==> src/rtl/emu_consts.svh <==
`ifndef EMU_CONSTS_SVH
`define EMU_CONSTS_SVH

// Register bus widths
`define EMU_ADDR_W          10
`define EMU_DATA_W          32

// Command FIFO depth, equal to the host's initial command credits
`define EMU_CMD_DEPTH       4
// Response credits held by the port after reset
`define EMU_RSP_CREDITS     2

// Target-side counts
`define EMU_TRIG_COUNT      8
`define EMU_RESET_COUNT     4
`define EMU_SCAN_WORDS      8

// Control and status word addresses
`define EMU_REG_RUN_CTRL    10'h000
`define EMU_REG_TICK_STEP   10'h001
`define EMU_REG_TICK_CNT_LO 10'h002
`define EMU_REG_TICK_CNT_HI 10'h003
`define EMU_REG_SCAN_CTRL   10'h004

// Trigger and reset word addresses
`define EMU_REG_TRIG_STAT   10'h040
`define EMU_REG_TRIG_EN     10'h041
`define EMU_REG_RESET_CTRL  10'h042

// Scan buffer base, words 0x080 to 0x087
`define EMU_REG_SCAN_BUF    10'h080

`endif

==> src/rtl/emu_pkg.sv <==
package emu_pkg;

    // Host command opcode
    typedef enum logic {
        CMD_WRITE = 1'b0,
        CMD_READ  = 1'b1
    } cmd_op_e;

    // Scan sequencer states
    // IDLE waits for a start, SHIFT swaps one word per cycle,
    // DONE is the closing cycle before the buffer is released
    typedef enum logic [1:0] {
        SCAN_IDLE  = 2'd0,
        SCAN_SHIFT = 2'd1,
        SCAN_DONE  = 2'd2
    } scan_state_e;

endpackage

==> src/rtl/emu_ctrl.sv <==
`timescale 1ns/1ps
`default_nettype none

`include "emu_consts.svh"

module emu_ctrl (
    input  logic                                 host_clk,
    input  logic                                 host_rst,
    input  logic                                 reg_wen,
    input  logic                                 reg_ren,
    input  logic [`EMU_ADDR_W-1:0]               reg_addr,
    input  logic [`EMU_DATA_W-1:0]               reg_wdata,
    output logic [`EMU_DATA_W-1:0]               reg_rdata,
    input  logic [`EMU_TRIG_COUNT-1:0]           trig,
    output logic                                 run_mode,
    output logic                                 scan_mode,
    output logic [`EMU_RESET_COUNT-1:0]          rst,
    output logic                                 buf_wen,
    output logic [$clog2(`EMU_SCAN_WORDS)-1:0]   buf_addr,
    output logic [`EMU_DATA_W-1:0]               buf_wdata,
    input  logic [`EMU_DATA_W-1:0]               buf_rdata,
    output logic                                 scan_start,
    input  logic                                 scan_busy
);

    localparam int SCAN_AW = $clog2(`EMU_SCAN_WORDS);
    localparam logic [`EMU_ADDR_W-1:0] SCAN_BUF_BASE = `EMU_REG_SCAN_BUF;

    logic [`EMU_DATA_W-1:0]     tick_step;
    logic [2*`EMU_DATA_W-1:0]   tick_cnt;
    logic [`EMU_TRIG_COUNT-1:0] trig_en;
    logic [`EMU_TRIG_COUNT-1:0] trig_stat;

    logic run_wr;
    logic resume_wr;
    logic pause_wr;
    logic trig_hit;
    logic step_done;
    logic sel_scan_buf;

    // Address decode for writes
    assign run_wr       = reg_wen && (reg_addr == `EMU_REG_RUN_CTRL);
    assign sel_scan_buf = (reg_addr[`EMU_ADDR_W-1:SCAN_AW] ==
                           SCAN_BUF_BASE[`EMU_ADDR_W-1:SCAN_AW]);

    // Resume only from pause and never during a scan
    assign resume_wr = run_wr && reg_wdata[0] && !run_mode && !scan_busy;
    assign pause_wr  = run_wr && !reg_wdata[0];
    assign trig_hit  = |(trig & trig_en);
    assign step_done = (tick_step == `EMU_DATA_W'(1));

    // Target clock enable, one tick per cycle while high
    always_ff @(posedge host_clk) begin
        if (host_rst) begin
            run_mode <= 1'b0;
        end else if (!run_mode) begin
            run_mode <= resume_wr;
        end else if (pause_wr || trig_hit || step_done) begin
            run_mode <= 1'b0;
        end
    end

    always_ff @(posedge host_clk) begin
        if (host_rst) begin
            scan_mode <= 1'b0;
        end else if (run_wr) begin
            scan_mode <= reg_wdata[1];
        end
    end

    // Step count, loaded while paused and counted down per tick
    always_ff @(posedge host_clk) begin
        if (host_rst) begin
            tick_step <= '0;
        end else if (run_mode) begin
            if (tick_step != '0) begin
                tick_step <= tick_step - 1'b1;
            end
        end else if (reg_wen && reg_addr == `EMU_REG_TICK_STEP) begin
            tick_step <= reg_wdata;
        end
    end

    // 64-bit tick counter, preset in two halves while paused
    always_ff @(posedge host_clk) begin
        if (host_rst) begin
            tick_cnt <= '0;
        end else if (run_mode) begin
            tick_cnt <= tick_cnt + 1'b1;
        end else if (reg_wen) begin
            if (reg_addr == `EMU_REG_TICK_CNT_LO) begin
                tick_cnt[`EMU_DATA_W-1:0] <= reg_wdata;
            end
            if (reg_addr == `EMU_REG_TICK_CNT_HI) begin
                tick_cnt[2*`EMU_DATA_W-1:`EMU_DATA_W] <= reg_wdata;
            end
        end
    end

    always_ff @(posedge host_clk) begin
        if (host_rst) begin
            trig_en <= '0;
            rst     <= '0;
        end else if (reg_wen) begin
            if (reg_addr == `EMU_REG_TRIG_EN) begin
                trig_en <= reg_wdata[`EMU_TRIG_COUNT-1:0];
            end
            if (reg_addr == `EMU_REG_RESET_CTRL) begin
                rst <= reg_wdata[`EMU_RESET_COUNT-1:0];
            end
        end
    end

    // Sticky record of which enabled triggers fired in this run
    always_ff @(posedge host_clk) begin
        if (host_rst) begin
            trig_stat <= '0;
        end else if (resume_wr) begin
            trig_stat <= '0;
        end else if (run_mode) begin
            trig_stat <= trig_stat | (trig & trig_en);
        end
    end

    // Scan engine side, buffer locked while a scan is in flight
    assign scan_start = reg_wen && (reg_addr == `EMU_REG_SCAN_CTRL) && reg_wdata[0]
                        && !run_mode && !scan_busy;
    assign buf_wen    = reg_wen && sel_scan_buf && !scan_busy;
    assign buf_addr   = reg_addr[SCAN_AW-1:0];
    assign buf_wdata  = reg_wdata;

    // Read mux
    always_comb begin
        reg_rdata = '0;
        if (reg_ren) begin
            case (reg_addr)
                `EMU_REG_RUN_CTRL: begin
                    reg_rdata[0] = run_mode;
                    reg_rdata[1] = scan_mode;
                end
                `EMU_REG_TICK_STEP:   reg_rdata = tick_step;
                `EMU_REG_TICK_CNT_LO: reg_rdata = tick_cnt[`EMU_DATA_W-1:0];
                `EMU_REG_TICK_CNT_HI: reg_rdata = tick_cnt[2*`EMU_DATA_W-1:`EMU_DATA_W];
                `EMU_REG_SCAN_CTRL:   reg_rdata[0] = scan_busy;
                `EMU_REG_TRIG_STAT:   reg_rdata[`EMU_TRIG_COUNT-1:0] = trig_stat;
                `EMU_REG_TRIG_EN:     reg_rdata[`EMU_TRIG_COUNT-1:0] = trig_en;
                `EMU_REG_RESET_CTRL:  reg_rdata[`EMU_RESET_COUNT-1:0] = rst;
                default: begin
                    if (sel_scan_buf && !scan_busy) begin
                        reg_rdata = buf_rdata;
                    end
                end
            endcase
        end
    end

    // Target stays paused from scan start until the engine lets go
    a_scan_paused: assert property (@(posedge host_clk) disable iff (host_rst)
        (scan_start || scan_busy) |-> !run_mode);

endmodule

`default_nettype wire

==> src/rtl/emu_top.sv <==
`timescale 1ns/1ps
`default_nettype none

`include "emu_consts.svh"

module emu_top (
    input  logic                        host_clk,
    input  logic                        host_rst,
    // Host command and response channels
    input  logic                        cmd_valid,
    input  emu_pkg::cmd_op_e            cmd_op,
    input  logic [`EMU_ADDR_W-1:0]      cmd_addr,
    input  logic [`EMU_DATA_W-1:0]      cmd_wdata,
    output logic                        cmd_credit,
    output logic                        rsp_valid,
    output logic [`EMU_DATA_W-1:0]      rsp_rdata,
    input  logic                        rsp_credit,
    // Emulated target
    output logic                        run_mode,
    output logic                        scan_mode,
    output logic [`EMU_RESET_COUNT-1:0] rst,
    output logic                        ff_se,
    output logic [`EMU_DATA_W-1:0]      ff_di,
    input  logic [`EMU_DATA_W-1:0]      ff_do,
    input  logic [`EMU_TRIG_COUNT-1:0]  trig
);

    logic                               reg_wen;
    logic                               reg_ren;
    logic [`EMU_ADDR_W-1:0]             reg_addr;
    logic [`EMU_DATA_W-1:0]             reg_wdata;
    logic [`EMU_DATA_W-1:0]             reg_rdata;
    logic                               buf_wen;
    logic [$clog2(`EMU_SCAN_WORDS)-1:0] buf_addr;
    logic [`EMU_DATA_W-1:0]             buf_wdata;
    logic [`EMU_DATA_W-1:0]             buf_rdata;
    logic                               scan_start;
    logic                               scan_busy;

    host_cmd_port i_host_cmd_port (
        .host_clk   (host_clk),
        .host_rst   (host_rst),
        .cmd_valid  (cmd_valid),
        .cmd_op     (cmd_op),
        .cmd_addr   (cmd_addr),
        .cmd_wdata  (cmd_wdata),
        .cmd_credit (cmd_credit),
        .rsp_valid  (rsp_valid),
        .rsp_rdata  (rsp_rdata),
        .rsp_credit (rsp_credit),
        .reg_wen    (reg_wen),
        .reg_ren    (reg_ren),
        .reg_addr   (reg_addr),
        .reg_wdata  (reg_wdata),
        .reg_rdata  (reg_rdata)
    );

    emu_ctrl i_emu_ctrl (
        .host_clk   (host_clk),
        .host_rst   (host_rst),
        .reg_wen    (reg_wen),
        .reg_ren    (reg_ren),
        .reg_addr   (reg_addr),
        .reg_wdata  (reg_wdata),
        .reg_rdata  (reg_rdata),
        .trig       (trig),
        .run_mode   (run_mode),
        .scan_mode  (scan_mode),
        .rst        (rst),
        .buf_wen    (buf_wen),
        .buf_addr   (buf_addr),
        .buf_wdata  (buf_wdata),
        .buf_rdata  (buf_rdata),
        .scan_start (scan_start),
        .scan_busy  (scan_busy)
    );

    scan_chain_ctrl i_scan_chain_ctrl (
        .host_clk   (host_clk),
        .host_rst   (host_rst),
        .buf_wen    (buf_wen),
        .buf_addr   (buf_addr),
        .buf_wdata  (buf_wdata),
        .buf_rdata  (buf_rdata),
        .scan_start (scan_start),
        .scan_busy  (scan_busy),
        .ff_se      (ff_se),
        .ff_di      (ff_di),
        .ff_do      (ff_do)
    );

endmodule

`default_nettype wire

==> src/rtl/host_cmd_port.sv <==
`timescale 1ns/1ps
`default_nettype none

`include "emu_consts.svh"

module host_cmd_port (
    input  logic                   host_clk,
    input  logic                   host_rst,
    input  logic                   cmd_valid,
    input  emu_pkg::cmd_op_e       cmd_op,
    input  logic [`EMU_ADDR_W-1:0] cmd_addr,
    input  logic [`EMU_DATA_W-1:0] cmd_wdata,
    output logic                   cmd_credit,
    output logic                   rsp_valid,
    output logic [`EMU_DATA_W-1:0] rsp_rdata,
    input  logic                   rsp_credit,
    output logic                   reg_wen,
    output logic                   reg_ren,
    output logic [`EMU_ADDR_W-1:0] reg_addr,
    output logic [`EMU_DATA_W-1:0] reg_wdata,
    input  logic [`EMU_DATA_W-1:0] reg_rdata
);
    import emu_pkg::*;

    localparam int PTR_W = $clog2(`EMU_CMD_DEPTH);
    localparam int CNT_W = $clog2(`EMU_CMD_DEPTH + 1);
    localparam int RSP_W = $clog2(`EMU_RSP_CREDITS + 1);
    localparam logic [PTR_W-1:0] LAST_PTR = PTR_W'(`EMU_CMD_DEPTH - 1);

    cmd_op_e                fifo_op    [`EMU_CMD_DEPTH];
    logic [`EMU_ADDR_W-1:0] fifo_addr  [`EMU_CMD_DEPTH];
    logic [`EMU_DATA_W-1:0] fifo_wdata [`EMU_CMD_DEPTH];

    logic [PTR_W-1:0] wr_ptr;
    logic [PTR_W-1:0] rd_ptr;
    logic [CNT_W-1:0] fifo_cnt;
    logic [RSP_W-1:0] rsp_cnt;
    logic             head_is_read;
    logic             pop;

    // Head of queue drives the register bus in the pop cycle
    assign head_is_read = (fifo_op[rd_ptr] == CMD_READ);
    assign pop          = (fifo_cnt != '0) && (!head_is_read || rsp_cnt != '0);

    assign reg_wen   = pop && !head_is_read;
    assign reg_ren   = pop && head_is_read;
    assign reg_addr  = fifo_addr[rd_ptr];
    assign reg_wdata = fifo_wdata[rd_ptr];

    // Entry storage
    always_ff @(posedge host_clk) begin
        if (cmd_valid) begin
            fifo_op[wr_ptr]    <= cmd_op;
            fifo_addr[wr_ptr]  <= cmd_addr;
            fifo_wdata[wr_ptr] <= cmd_wdata;
        end
    end

    always_ff @(posedge host_clk) begin
        if (host_rst) begin
            wr_ptr     <= '0;
            rd_ptr     <= '0;
            fifo_cnt   <= '0;
            cmd_credit <= 1'b0;
        end else begin
            if (cmd_valid) begin
                wr_ptr <= (wr_ptr == LAST_PTR) ? '0 : wr_ptr + 1'b1;
            end
            if (pop) begin
                rd_ptr <= (rd_ptr == LAST_PTR) ? '0 : rd_ptr + 1'b1;
            end
            case ({cmd_valid, pop})
                2'b10:   fifo_cnt <= fifo_cnt + 1'b1;
                2'b01:   fifo_cnt <= fifo_cnt - 1'b1;
                default: fifo_cnt <= fifo_cnt;
            endcase
            // Every freed slot goes back to the host as a credit
            cmd_credit <= pop;
        end
    end

    // Response credit is spent when the read pops
    always_ff @(posedge host_clk) begin
        if (host_rst) begin
            rsp_cnt   <= RSP_W'(`EMU_RSP_CREDITS);
            rsp_valid <= 1'b0;
        end else begin
            case ({reg_ren, rsp_credit})
                2'b10:   rsp_cnt <= rsp_cnt - 1'b1;
                2'b01:   rsp_cnt <= rsp_cnt + 1'b1;
                default: rsp_cnt <= rsp_cnt;
            endcase
            rsp_valid <= reg_ren;
        end
    end

    always_ff @(posedge host_clk) begin
        if (reg_ren) begin
            rsp_rdata <= reg_rdata;
        end
    end

    // Host must hold a credit, so a full FIFO never sees a push
    a_no_push_full: assert property (@(posedge host_clk) disable iff (host_rst)
        cmd_valid |-> fifo_cnt != CNT_W'(`EMU_CMD_DEPTH));

    // Host never returns more response credits than it was given
    a_rsp_credit_max: assert property (@(posedge host_clk) disable iff (host_rst)
        rsp_cnt <= RSP_W'(`EMU_RSP_CREDITS));

endmodule

`default_nettype wire

==> src/rtl/scan_chain_ctrl.sv <==
`timescale 1ns/1ps
`default_nettype none

`include "emu_consts.svh"

module scan_chain_ctrl (
    input  logic                                 host_clk,
    input  logic                                 host_rst,
    input  logic                                 buf_wen,
    input  logic [$clog2(`EMU_SCAN_WORDS)-1:0]   buf_addr,
    input  logic [`EMU_DATA_W-1:0]               buf_wdata,
    output logic [`EMU_DATA_W-1:0]               buf_rdata,
    input  logic                                 scan_start,
    output logic                                 scan_busy,
    output logic                                 ff_se,
    output logic [`EMU_DATA_W-1:0]               ff_di,
    input  logic [`EMU_DATA_W-1:0]               ff_do
);
    import emu_pkg::*;

    localparam int SCAN_AW = $clog2(`EMU_SCAN_WORDS);
    localparam logic [SCAN_AW-1:0] LAST_WORD = SCAN_AW'(`EMU_SCAN_WORDS - 1);

    logic [`EMU_DATA_W-1:0] scan_buf [`EMU_SCAN_WORDS];

    scan_state_e      state;
    logic [SCAN_AW-1:0] shift_cnt;

    assign ff_se     = (state == SCAN_SHIFT);
    assign scan_busy = (state != SCAN_IDLE);
    // Bottom of the ring goes out to the target chain
    assign ff_di     = scan_buf[0];
    assign buf_rdata = scan_buf[buf_addr];

    always_ff @(posedge host_clk) begin
        if (host_rst) begin
            state     <= SCAN_IDLE;
            shift_cnt <= '0;
        end else begin
            case (state)
                SCAN_IDLE: begin
                    if (scan_start) begin
                        state     <= SCAN_SHIFT;
                        shift_cnt <= '0;
                    end
                end
                SCAN_SHIFT: begin
                    shift_cnt <= shift_cnt + 1'b1;
                    if (shift_cnt == LAST_WORD) begin
                        state <= SCAN_DONE;
                    end
                end
                SCAN_DONE: begin
                    state <= SCAN_IDLE;
                end
                default: begin
                    state <= SCAN_IDLE;
                end
            endcase
        end
    end

    // Ring shift toward word 0 with target data entering at the top
    always_ff @(posedge host_clk) begin
        if (state == SCAN_SHIFT) begin
            for (int i = 0; i < `EMU_SCAN_WORDS - 1; i++) begin
                scan_buf[i] <= scan_buf[i+1];
            end
            scan_buf[`EMU_SCAN_WORDS-1] <= ff_do;
        end else if (buf_wen) begin
            scan_buf[buf_addr] <= buf_wdata;
        end
    end

    // One full pass per start and then a single closing busy cycle
    a_scan_pass: assert property (@(posedge host_clk) disable iff (host_rst)
        scan_start |=> ff_se [*`EMU_SCAN_WORDS] ##1 (!ff_se && scan_busy) ##1 !scan_busy);

endmodule

`default_nettype wire

==> config.mk <==
export PLATFORM = sky130hd
export DESIGN_NAME = emu_top
export DESIGN_NICKNAME = d
export VERILOG_FILES = /design/src/rtl/emu_pkg.sv /design/src/rtl/emu_ctrl.sv /design/src/rtl/emu_top.sv /design/src/rtl/host_cmd_port.sv /design/src/rtl/scan_chain_ctrl.sv
export VERILOG_INCLUDE_DIRS = /design/src /design/src/rtl
export SDC_FILE = /design/constraint.sdc
export NUM_CORES = 1
export LEC_CHECK = 0
export ABC_AREA = 1
export BUFFER_PORTS_ARGS = -buffer_cell sky130_fd_sc_hd__buf_2
export CORE_MARGIN = 1
export CORE_UTILIZATION = 30
export CTS_CLUSTER_SIZE = 12
export DETAILED_ROUTE_END_ITERATION = 10
export GPL_ROUTABILITY_DRIVEN = 0
export PLACE_DENSITY_LB_ADDON = 0.2
export REMOVE_ABC_BUFFERS = 1
export SLEW_MARGIN = 20
export SYNTH_ARGS = -nofsm -noshare
export SYNTH_HDL_FRONTEND = slang
export SYNTH_SLANG_ARGS = --single-unit
==> constraint.sdc <==
create_clock -name host_clk -period 7.3 [get_ports host_clk]
set_input_delay 0.365 -clock host_clk [delete_from_list [all_inputs] [get_ports host_clk]]
set_output_delay 0.365 -clock host_clk [all_outputs]
set_load 0.01 [all_outputs]
## Word-level counts from Yosys, hierarchy flattened

Memories as Yosys holds them, arrays and structs flattened. A register that Yosys moved wholly into a read port is not among the register bits.
Cells that the tools add are included.

| word-level totals | value |
|---|---|
| register bits | 166 |
| bits in writable memories | 428 |
| output and inout bits | 73 |
| logic and storage cells | 141 |
| memories | 4 |

| cells by class | value |
|---|---|
| add/sub/neg operators | 9 |
| equality and inequality tests | 20 |
| muxes and demuxes | 40 |
| bitwise gates (word level) | 2 |
| reductions and logical operators | 49 |

Memory list:

| memory | words | width | read ports | clocked after Yosys merged registers in | wr ports | line | text |
|---|---|---|---|---|---|---|---|
| i_scan_chain_ctrl.scan_buf | 8 | 32 | 9 | 0 | 8 | scan_chain_ctrl.sv:24 | `` logic [`EMU_DATA_W-1:0] scan_buf [`EMU_SCAN_WORDS]; `` |
| i_host_cmd_port.fifo_wdata | 4 | 32 | 1 | 1 | 1 | host_cmd_port.sv:32 | `` logic [`EMU_DATA_W-1:0] fifo_wdata [`EMU_CMD_DEPTH]; `` |
| i_host_cmd_port.fifo_addr | 4 | 10 | 1 | 1 | 1 | host_cmd_port.sv:31 | `` logic [`EMU_ADDR_W-1:0] fifo_addr [`EMU_CMD_DEPTH]; `` |
| i_host_cmd_port.fifo_op | 4 | 1 | 1 | 1 | 1 | host_cmd_port.sv:30 | `` cmd_op_e fifo_op [`EMU_CMD_DEPTH]; `` |

Operators by type and width:

| kind | count |
|---|---|
| two-way mux 32 bit | 7 |
| two-way mux 64 bit | 2 |
| case mux 24 bit (4 select lines) | 1 |
| adder 64 x 1 -> 64 bit, second input constant | 1 |
| equality test 32 x 1 -> 1 bit, second input constant | 1 |
| nonzero test 32 bit | 1 |
| OR reduction 32 bit | 1 |
| subtractor 32 x 1 -> 32 bit, second input constant | 1 |
| equality test 10 x 7 -> 1 bit, second input constant | 3 |
| case mux 4 bit (6 select lines) | 1 |
| equality test 10 x 2 -> 1 bit, second input constant | 2 |
| two-way mux 2 bit | 10 |
| nonzero test 2 bit | 9 |
| logical AND 1 bit | 16 |
| case mux 1 bit (8 select lines) | 2 |
| case mux 2 bit (7 select lines) | 1 |
| AND reduction 2 bit | 7 |
| case mux 3 bit (2 select lines) | 2 |
| equality test 10 x 1 -> 1 bit, second input constant | 1 |
| equality test 10 x 3 -> 1 bit, second input constant | 1 |
| logical NOT 10 bit | 1 |
| two-way mux 1 bit | 10 |
| bitwise AND 8 bit | 1 |
| equality test 2 bit, second input constant | 4 |
| 20 further kinds | 34 |

## Longest topological paths before layout

Gate-level depths: netlist of the first run.

| depth | value |
|---|---|
| depth after elaboration | 11 |
| depth in mapped cells | 16 |
| mapped depth without buffers | 15 |

## Modules after synthesis

Synthesis of the first run repeated with hierarchy kept, for this count alone.

| second synthesis, totals | value |
|---|---|
| cell total of the unflattened synthesis | 4159 |
| area total of the unflattened synthesis | 31911.9 um^2 |

By module, submodules not included:

| module | instances | cells an instance | area each (um^2) |
|---|---|---|---|
| scan_chain_ctrl | 1 | 1838 | 14116.0 |
| emu_ctrl | 1 | 1793 | 9809.4 |
| host_cmd_port | 1 | 528 | 7986.4 |

## Worst setup path after synthesis of the first run

OpenSTA, ideal clock, no wires.

| path | value |
|---|---|
| kind | flip-flop to flip-flop |
| start point | register with a tool-made name |
| end point | memory i_scan_chain_ctrl.scan_buf[5][0] in the netlist's numbering (enable) |
| arrival time | 2.544 ns |
| data required time | 6.911 ns |
| path slack | 4.367 ns |
| cell stages (with the launch flop) | 14 |
| path through | dfxtp_1 -> buf_2 -> inv_1 -> buf_4 -> nand3_1 -> nand2_1 -> inv_1 -> nand3_1 -> nor3_2 -> nand3_2 -> nor2_1 -> inv_2 -> clkbuf_1 -> nand2_1 |

RTL lines:

| item | line |
|---|---|
| end: declaration | scan_chain_ctrl.sv:24 |

==> flow_summary.json, run 1 <==
{
  "reg2reg_to": "i_scan_chain_ctrl.scan_buf[2][20]",
  "ctsHoldBuffers": 45,
  "max_freq_mhz": 189,
  "synthArstFlopShare_pct": 0,
  "synth-simple-area-share_pct": 26.4,
  "synth_top_family_by_area": "simple AND/OR/NAND/NOR gates",
  "htree_levels": 3,
  "synth.avg_cell_area_um2": 8.14,
  "synth_compound_area_share_pct": 11.0,
  "r2r_slack_ns": 2.00,
  "tightest_slew_ns": 1.14,
  "drc": 0,
  "cts_buffers": 72,
  "die_w_um": 320,
  "layout-drive-gt1-share_pct": 9.49,
  "wl_met3_mm": 10.2,
  "cap_violations": 0,
  "synth_seq_area_share_pct": 54.5,
  "required_ns": 7.59,
  "slew_headroom_pct": 24.3,
  "cts_tree": "done",
  "ys_ff_latch": 596,
  "cts_buffer_depth": 3,
  "place_inst": 5067,
  "clkSlewWorstSetupHoldPaths_ns": 0.06,
  "seqPwrFrac_pct": 38.4,
  "cts_setup_buffers": 0,
  "route.met2.wl_mm": 51.2,
  "min_period_over_period_pct": 72.5,
  "dr.pass1.iters": 6,
  "mostFrequentLayoutCells": "1071 x nand2_1, 468 x nor2_1, 460 x edfxtp_1, 328 x inv_1, 271 x nand3_1",
  "top_layer": "met4",
  "cts_root_buffer": "clkbuf_16",
  "synth_edf_count": 460,
  "p_int_mw": 6.47,
  "final_cells": 5241,
  "ff2ff_path_depth": 12,
  "switching_share_pct": 37.4,
  "vias": 27000,
  "synth_xor_area_share_pct": 0.721,
  "yosysWarnings": 0,
  "antenna_found_initial": 2,
  "post_cts_resized": 0,
  "syn-cell-area_mm2": 0.0304,
  "synthCells": 3730,
  "diodes": 0,
  "dr.first_iter.drc_count": 2864,
  "syn2layout_area_growth_pct": 15.7,
  "wl_per_cell_um": 22.5,
  "grt_max_degree": 63,
  "grt.overflow.total": 0,
  "final_nets": 3990,
  "worstPathArrival_ns": 5.59,
  "crit_type": "reg2reg",
  "ys_types": 44,
  "m1WireLength_mm": 52.5,
  "grt_usage_pct": 22.7,
  "layout_commonest_cell": "nand2_1",
  "core-area_mm2": 0.100,
  "maxSlewViolCount": 0,
  "fin_skew_ns": 0.0431,
  "fin_setup_tns_ns": 0,
  "row_count": 116,
  "finalSetupViolations": 0,
  "viasPerCell": 5.15,
  "grt_pass1_vias": 25500,
  "cp-start-kind": "register",
  "leakage_nw": 13.6,
  "routed_wl_mm": 118,
  "critPathCaptureType": "register",
  "ioPinCount": 160,
  "antenna_left": 0,
  "yosys_most_used_dff": "edfxtp_1",
  "insertion_delay_ns": 0.64,
  "synthMuxAreaShare_pct": 0,
  "grt_pass1_wl_mm": 173,
  "min_from": "ff_do[10]",
  "status": "complete, no violations",
  "peakVddDrop_mv": 0.150,
  "p_switching_mw": 3.86,
  "hpwl_mm": 82.4,
  "grt_setup_unrepaired": "false",
  "hold_viol": 0,
  "combinationalPowerShare_pct": 27.7,
  "clkSinkCount": 596,
  "pwr-share-clk_pct": 33.9,
  "die_y_um": 320,
  "initial_core_util_pct": 30.3,
  "holdPathEnd": "i_scan_chain_ctrl.scan_buf[7][10]",
  "port_buffers": 159,
  "yosys.area_share.adder_pct": 0.602,
  "min_period_ns": 5.30,
  "whs_path_depth": 3,
  "hold_class": "in2reg",
  "die-area_mm2": 0.102,
  "power_density_mw_per_mm2": 294,
  "crit_fanout": 50
}
==> cells by family (layout without fill, tap and decap cells) <==
logic type	after synthesis	after routing
and+or+nand+nor	1954	1954
AOI/OAI and AO/OA	618	618
DFF	596	596
buffers and inverters	523	736
xor gates and xnor gates	25	25
adders and majority gates	14	14
==> final cells by class <==
cell class	instances	area, µm²
clock inverter	36	332
inverter	351	1320
tap	1298	1620
multi-input combinational	2611	11800
clock buffer	92	1890
sequential	596	16500
fill	10600	65000
timing repair buffer	257	1640
==> routing by layer <==
| metal | up-vias | GRT usage [%] |
|---|---|---|
| met5 | - | 0 |
| met4 | 0 | 8.36 |
| met3 | 197 | 3.98 |
| met2 | 1151 | 34.5 |
| met1 | 12900 | 32.2 |
| li1 | 12800 | - |
==> through the flow <==
| step | instance area, µm² | power, mW | hold slack (ns) | util [%] | setup WS [ns] |
|---|---|---|---|---|---|
| global placement | 32400 | 6.85 | 0.434 | 32.4 | 2.10 |
| detailed placement | 32400 | 6.84 | 0.439 | 32.4 | 1.97 |
| floorplan | 29600 | 5.42 | 0.426 | - | 0.0988 |
| finish | 35100 | 10.3 | 0.0253 | 35.1 | 2.00 |
| CTS | 35100 | 10.4 | 0.0000937 | 35.1 | 1.95 |
| global route | 35100 | 10.7 | 0.0135 | 35.1 | 1.39 |
==> power groups by stage <==
stage | Sequential (mW) | Combinational (mW) | Clock, mW
2_1_floorplan | 4.05 | 1.37 | 0
3_3_place_gp | 4.03 | 2.81 | 0
6_report | 3.96 | 2.86 | 3.50
4_1_cts | 3.96 | 2.84 | 3.55
5_1_grt | 3.98 | 3.06 | 3.69
3_5_place_dp | 4.03 | 2.81 | 0
==> cells in the mapped netlist (56+ instances only) <==
cell type  instances  area, µm²
nand2_1         1075       4040
nor2_1           471       1770
edfxtp_1         460      13800
inv_1            334       1250
nand3_1          271       1360
a21oi_1          178        891
o21ai_0          178        891
o21ai_1          146        731
dfxtp_1          136       2720
clkbuf_1          84        315
buf_2             64        320
o22ai_1           56        350
==> worst max-delay path, stage by stage (launching register included) <==
cell and delay (ns):
dfxtp_2 0.71, inv_2 0.50, nor2_1 0.19, nand3_1 0.08, nand3_1 0.07, nand2_1 0.19
nor3_4 0.21, buf_4 0.39, nand3_2 0.35, nor2_2 0.60, inv_2 0.54, nand2_1 0.67
buf_4 0.43
==> flip-flops by register name, indices dropped and copies added, names as in the netlist, 2 cells and up, named ones only <==
| register | count |
|---|---|
| i_emu_ctrl.rst | 4 |
| i_emu_ctrl.tick_cnt | 64 |
| i_emu_ctrl.tick_step | 32 |
| i_emu_ctrl.trig_en | 8 |
| i_emu_ctrl.trig_stat | 8 |
| i_host_cmd_port.fifo_addr | 40 |
| i_host_cmd_port.fifo_cnt | 3 |
| i_host_cmd_port.fifo_op | 4 |
| i_host_cmd_port.fifo_wdata | 128 |
| i_host_cmd_port.rd_ptr | 2 |
| i_host_cmd_port.rsp_cnt | 2 |
| i_host_cmd_port.rsp_rdata | 32 |
| i_host_cmd_port.wr_ptr | 2 |
| i_scan_chain_ctrl.scan_buf | 256 |
| i_scan_chain_ctrl.shift_cnt | 3 |
| i_scan_chain_ctrl.state | 2 |
==> worst max-delay path by stage <==
stage / from / endpoint / cells past startpoint
floorplan: register / i_scan_chain_ctrl.scan_buf[4][0] / 10
global placement: register / i_scan_chain_ctrl.scan_buf[2][17] / 12
detailed placement: register / i_scan_chain_ctrl.scan_buf[2][17] / 12
CTS: register / i_scan_chain_ctrl.scan_buf[2][29] / 12
global route: register / i_scan_chain_ctrl.scan_buf[2][14] / 12
finish: register / i_scan_chain_ctrl.scan_buf[2][20] / 12
(Power assumes the default switching activity.)
==> run 2, diff against run 1 <==
- clock period: 7.3 -> 4.88 ns (I/O delays scaled with it)
==> flow_summary.json, run 2 (synthesis results as in run 1) <==
{
  "crit_type": "reg2reg",
  "seqPwrFrac_pct": 37.5,
  "mostFrequentLayoutCells": "1071 x nand2_1, 468 x nor2_1, 460 x edfxtp_1, 328 x inv_1, 271 x nand3_1",
  "row_count": 116,
  "tightest_slew_ns": 1.05,
  "ctsHoldBuffers": 85,
  "status": "complete, no violations",
  "crit_end": "i_scan_chain_ctrl.scan_buf[6][17]",
  "antenna_left": 0,
  "power_density_mw_per_mm2": 442,
  "grt_usage_pct": 22.9,
  "combinationalPowerShare_pct": 27.9,
  "routed_wl_mm": 119,
  "critPathCaptureType": "register",
  "fin_skew_ns": 0.0323,
  "initial_core_util_pct": 30.3,
  "insertion_delay_ns": 0.64,
  "dpl-instance-area_mm2": 0.0327,
  "min_period_ns": 3.89,
  "r2r_slack_ns": 0.99,
  "largest_reg_flops": 256,
  "cp-start-kind": "register",
  "grt_setup_unrepaired": "false",
  "antenna_found_initial": 3,
  "dr.pass1.iters": 6,
  "cp_top_family": "buffers and inverters",
  "cts_buffers": 72,
  "drc": 0,
  "max_freq_mhz": 257,
  "finalSetupViolations": 0,
  "worstPathArrival_ns": 4.25,
  "post-place-ws_ns": 0.971,
  "cp_slowest_cell": "nand2_2",
  "route.met2.wl_mm": 51.8,
  "fin_util_pct": 35.8,
  "layout_commonest_cell": "nand2_1",
  "top_regs": "i_scan_chain_ctrl.scan_buf (256), i_host_cmd_port.fifo_wdata (128), i_emu_ctrl.tick_cnt (64)",
  "path_cells": "inv_2 > buf_4 > nand2_1 > nand3_1 > nand2_1 > nand3_1 > nor3_4 > nand3_2 > nor2_2 > inv_2 > nand2_2 > buf_4",
  "p_int_mw": 9.96,
  "top_layer": "met5",
  "core-area_mm2": 0.100,
  "die-area_mm2": 0.102,
  "crit_cells": 12,
  "cts_setup_buffers": 0,
  "worst_slack_ns": 0.985,
  "port_buffers": 159,
  "critPathBufInv": 4,
  "stdcell_area_mm2": 0.0359,
  "vias": 27300,
  "cap_violations": 0,
  "required_ns": 5.23,
  "crit_fanout": 35,
  "pwr-share-clk_pct": 34.6,
  "maxSlewViolCount": 0,
  "leakage_nw": 14.0,
  "nFillCells": 10600,
  "peakVddDrop_mv": 0.269,
  "cts_tree": "done",
  "p_switching_mw": 5.87,
  "post_cts_resized": 0,
  "ff2ff_path_depth": 12,
  "grt.overflow.total": 0,
  "holdWs_ns": 0.162,
  "syn2layout_area_growth_pct": 18.1,
  "hpwl_mm": 84.0,
  "final_nets": 4049,
  "die_y_um": 320,
  "htree_levels": 3,
  "wl_per_cell_um": 22.5,
  "slew_headroom_pct": 30.2,
  "m1WireLength_mm": 53.3,
  "hold_class": "in2reg",
  "ioPinCount": 160,
  "regMostFlops": "i_scan_chain_ctrl.scan_buf",
  "hold_viol": 0,
  "min_period_over_period_pct": 79.8,
  "wl_met3_mm": 10.2,
  "dr.first_iter.drc_count": 3144,
  "crit_path_max_incr_delay_ns": 0.61,
  "grt_pass1_wl_mm": 173,
  "viasPerCell": 5.16,
  "reg2reg_to": "i_scan_chain_ctrl.scan_buf[6][17]",
  "place_inst": 5086,
  "cts_buffer_depth": 3,
  "final_cells": 5302,
  "diodes": 0,
  "grt_pass1_vias": 25700,
  "clkSinkCount": 596,
  "die_w_um": 320,
  "layout-drive-gt1-share_pct": 10.0,
  "grt_max_degree": 73,
  "cts_root_buffer": "clkbuf_16",
  "switching_share_pct": 37.1,
  "clkSlewWorstSetupHoldPaths_ns": 0.06
}
==> run 2: cell count changes in the layout (fill, tap and decap cells not counted), moves of 3 or more <==
| cell | change |
|---|---|
| clkbuf_1 | -8 |
| buf_12 | +5 |
| buf_4 | +13 |
| bufinv_16 | +3 |
| dlygate4sd3_1 | +40 |
==> run 2: metrics by stage <==
stage / power, mW / TNS [ns]
after global placement: 10.3 / 0
after global routing: 16.4 / 0
after floorplan: 8.11 / -541.65
after detailed placement: 10.3 / 0
after CTS: 15.9 / 0
final: 15.8 / 0
==> run 2: layout make-up <==
class,count,area [µm²],share of cell area [%]
Tap cell,1298,1620,4.53
Clock inverter,44,434,1.21
Inverter,351,1320,3.67
Clock buffer,86,1920,5.35
Sequential cell,596,16500,46.1
Multi-Input combinational cell,2611,11800,32.8
Timing Repair Buffer,316,2250,6.27
==> run 2: worst min path at each step <==
stage | from | endpoint | slack, ns | depth (start not counted)
2_1_floorplan | host_rst | i_emu_ctrl.run_mode | 0.31 | 1
6_report | host_rst | i_emu_ctrl.tick_cnt[60] | 0.16 | 5
3_5_place_dp | i_emu_ctrl.trig_stat[2] | i_emu_ctrl.trig_stat[2] | 0.44 | 2
4_1_cts | host_rst | i_emu_ctrl.tick_cnt[60] | 0.16 | 5
5_1_grt | host_rst | i_emu_ctrl.tick_step[22] | 0.20 | 5
3_3_place_gp | i_emu_ctrl.trig_stat[6] | i_emu_ctrl.trig_stat[6] | 0.44 | 2
==> run 2: power groups by stage <==
stage | combinational, mW | sequential, mW | clock [mW]
6_report | 4.41 | 5.94 | 5.48
5_1_grt | 4.71 | 5.96 | 5.72
4_1_cts | 4.37 | 5.93 | 5.56
3_5_place_dp | 4.30 | 6.04 | 0
3_3_place_gp | 4.29 | 6.05 | 0
2_1_floorplan | 2.05 | 6.06 | 0
==> run 2: per-layer routing <==
layer / GRT usage (%) / vias to the layer above
met5: 0 / -
met4: 7.87 / 2
met3: 3.39 / 192
met2: 34.8 / 1243
met1: 32.9 / 13000
li1: - / 12900
==> run 2: worst reg2reg max path: cells and delay by family (launching register included) <==
family / cells / cell delay, ns
DFF: 1 / 0.32
buffers and inverters: 4 / 1.80
and+or+nand+nor: 8 / 1.52
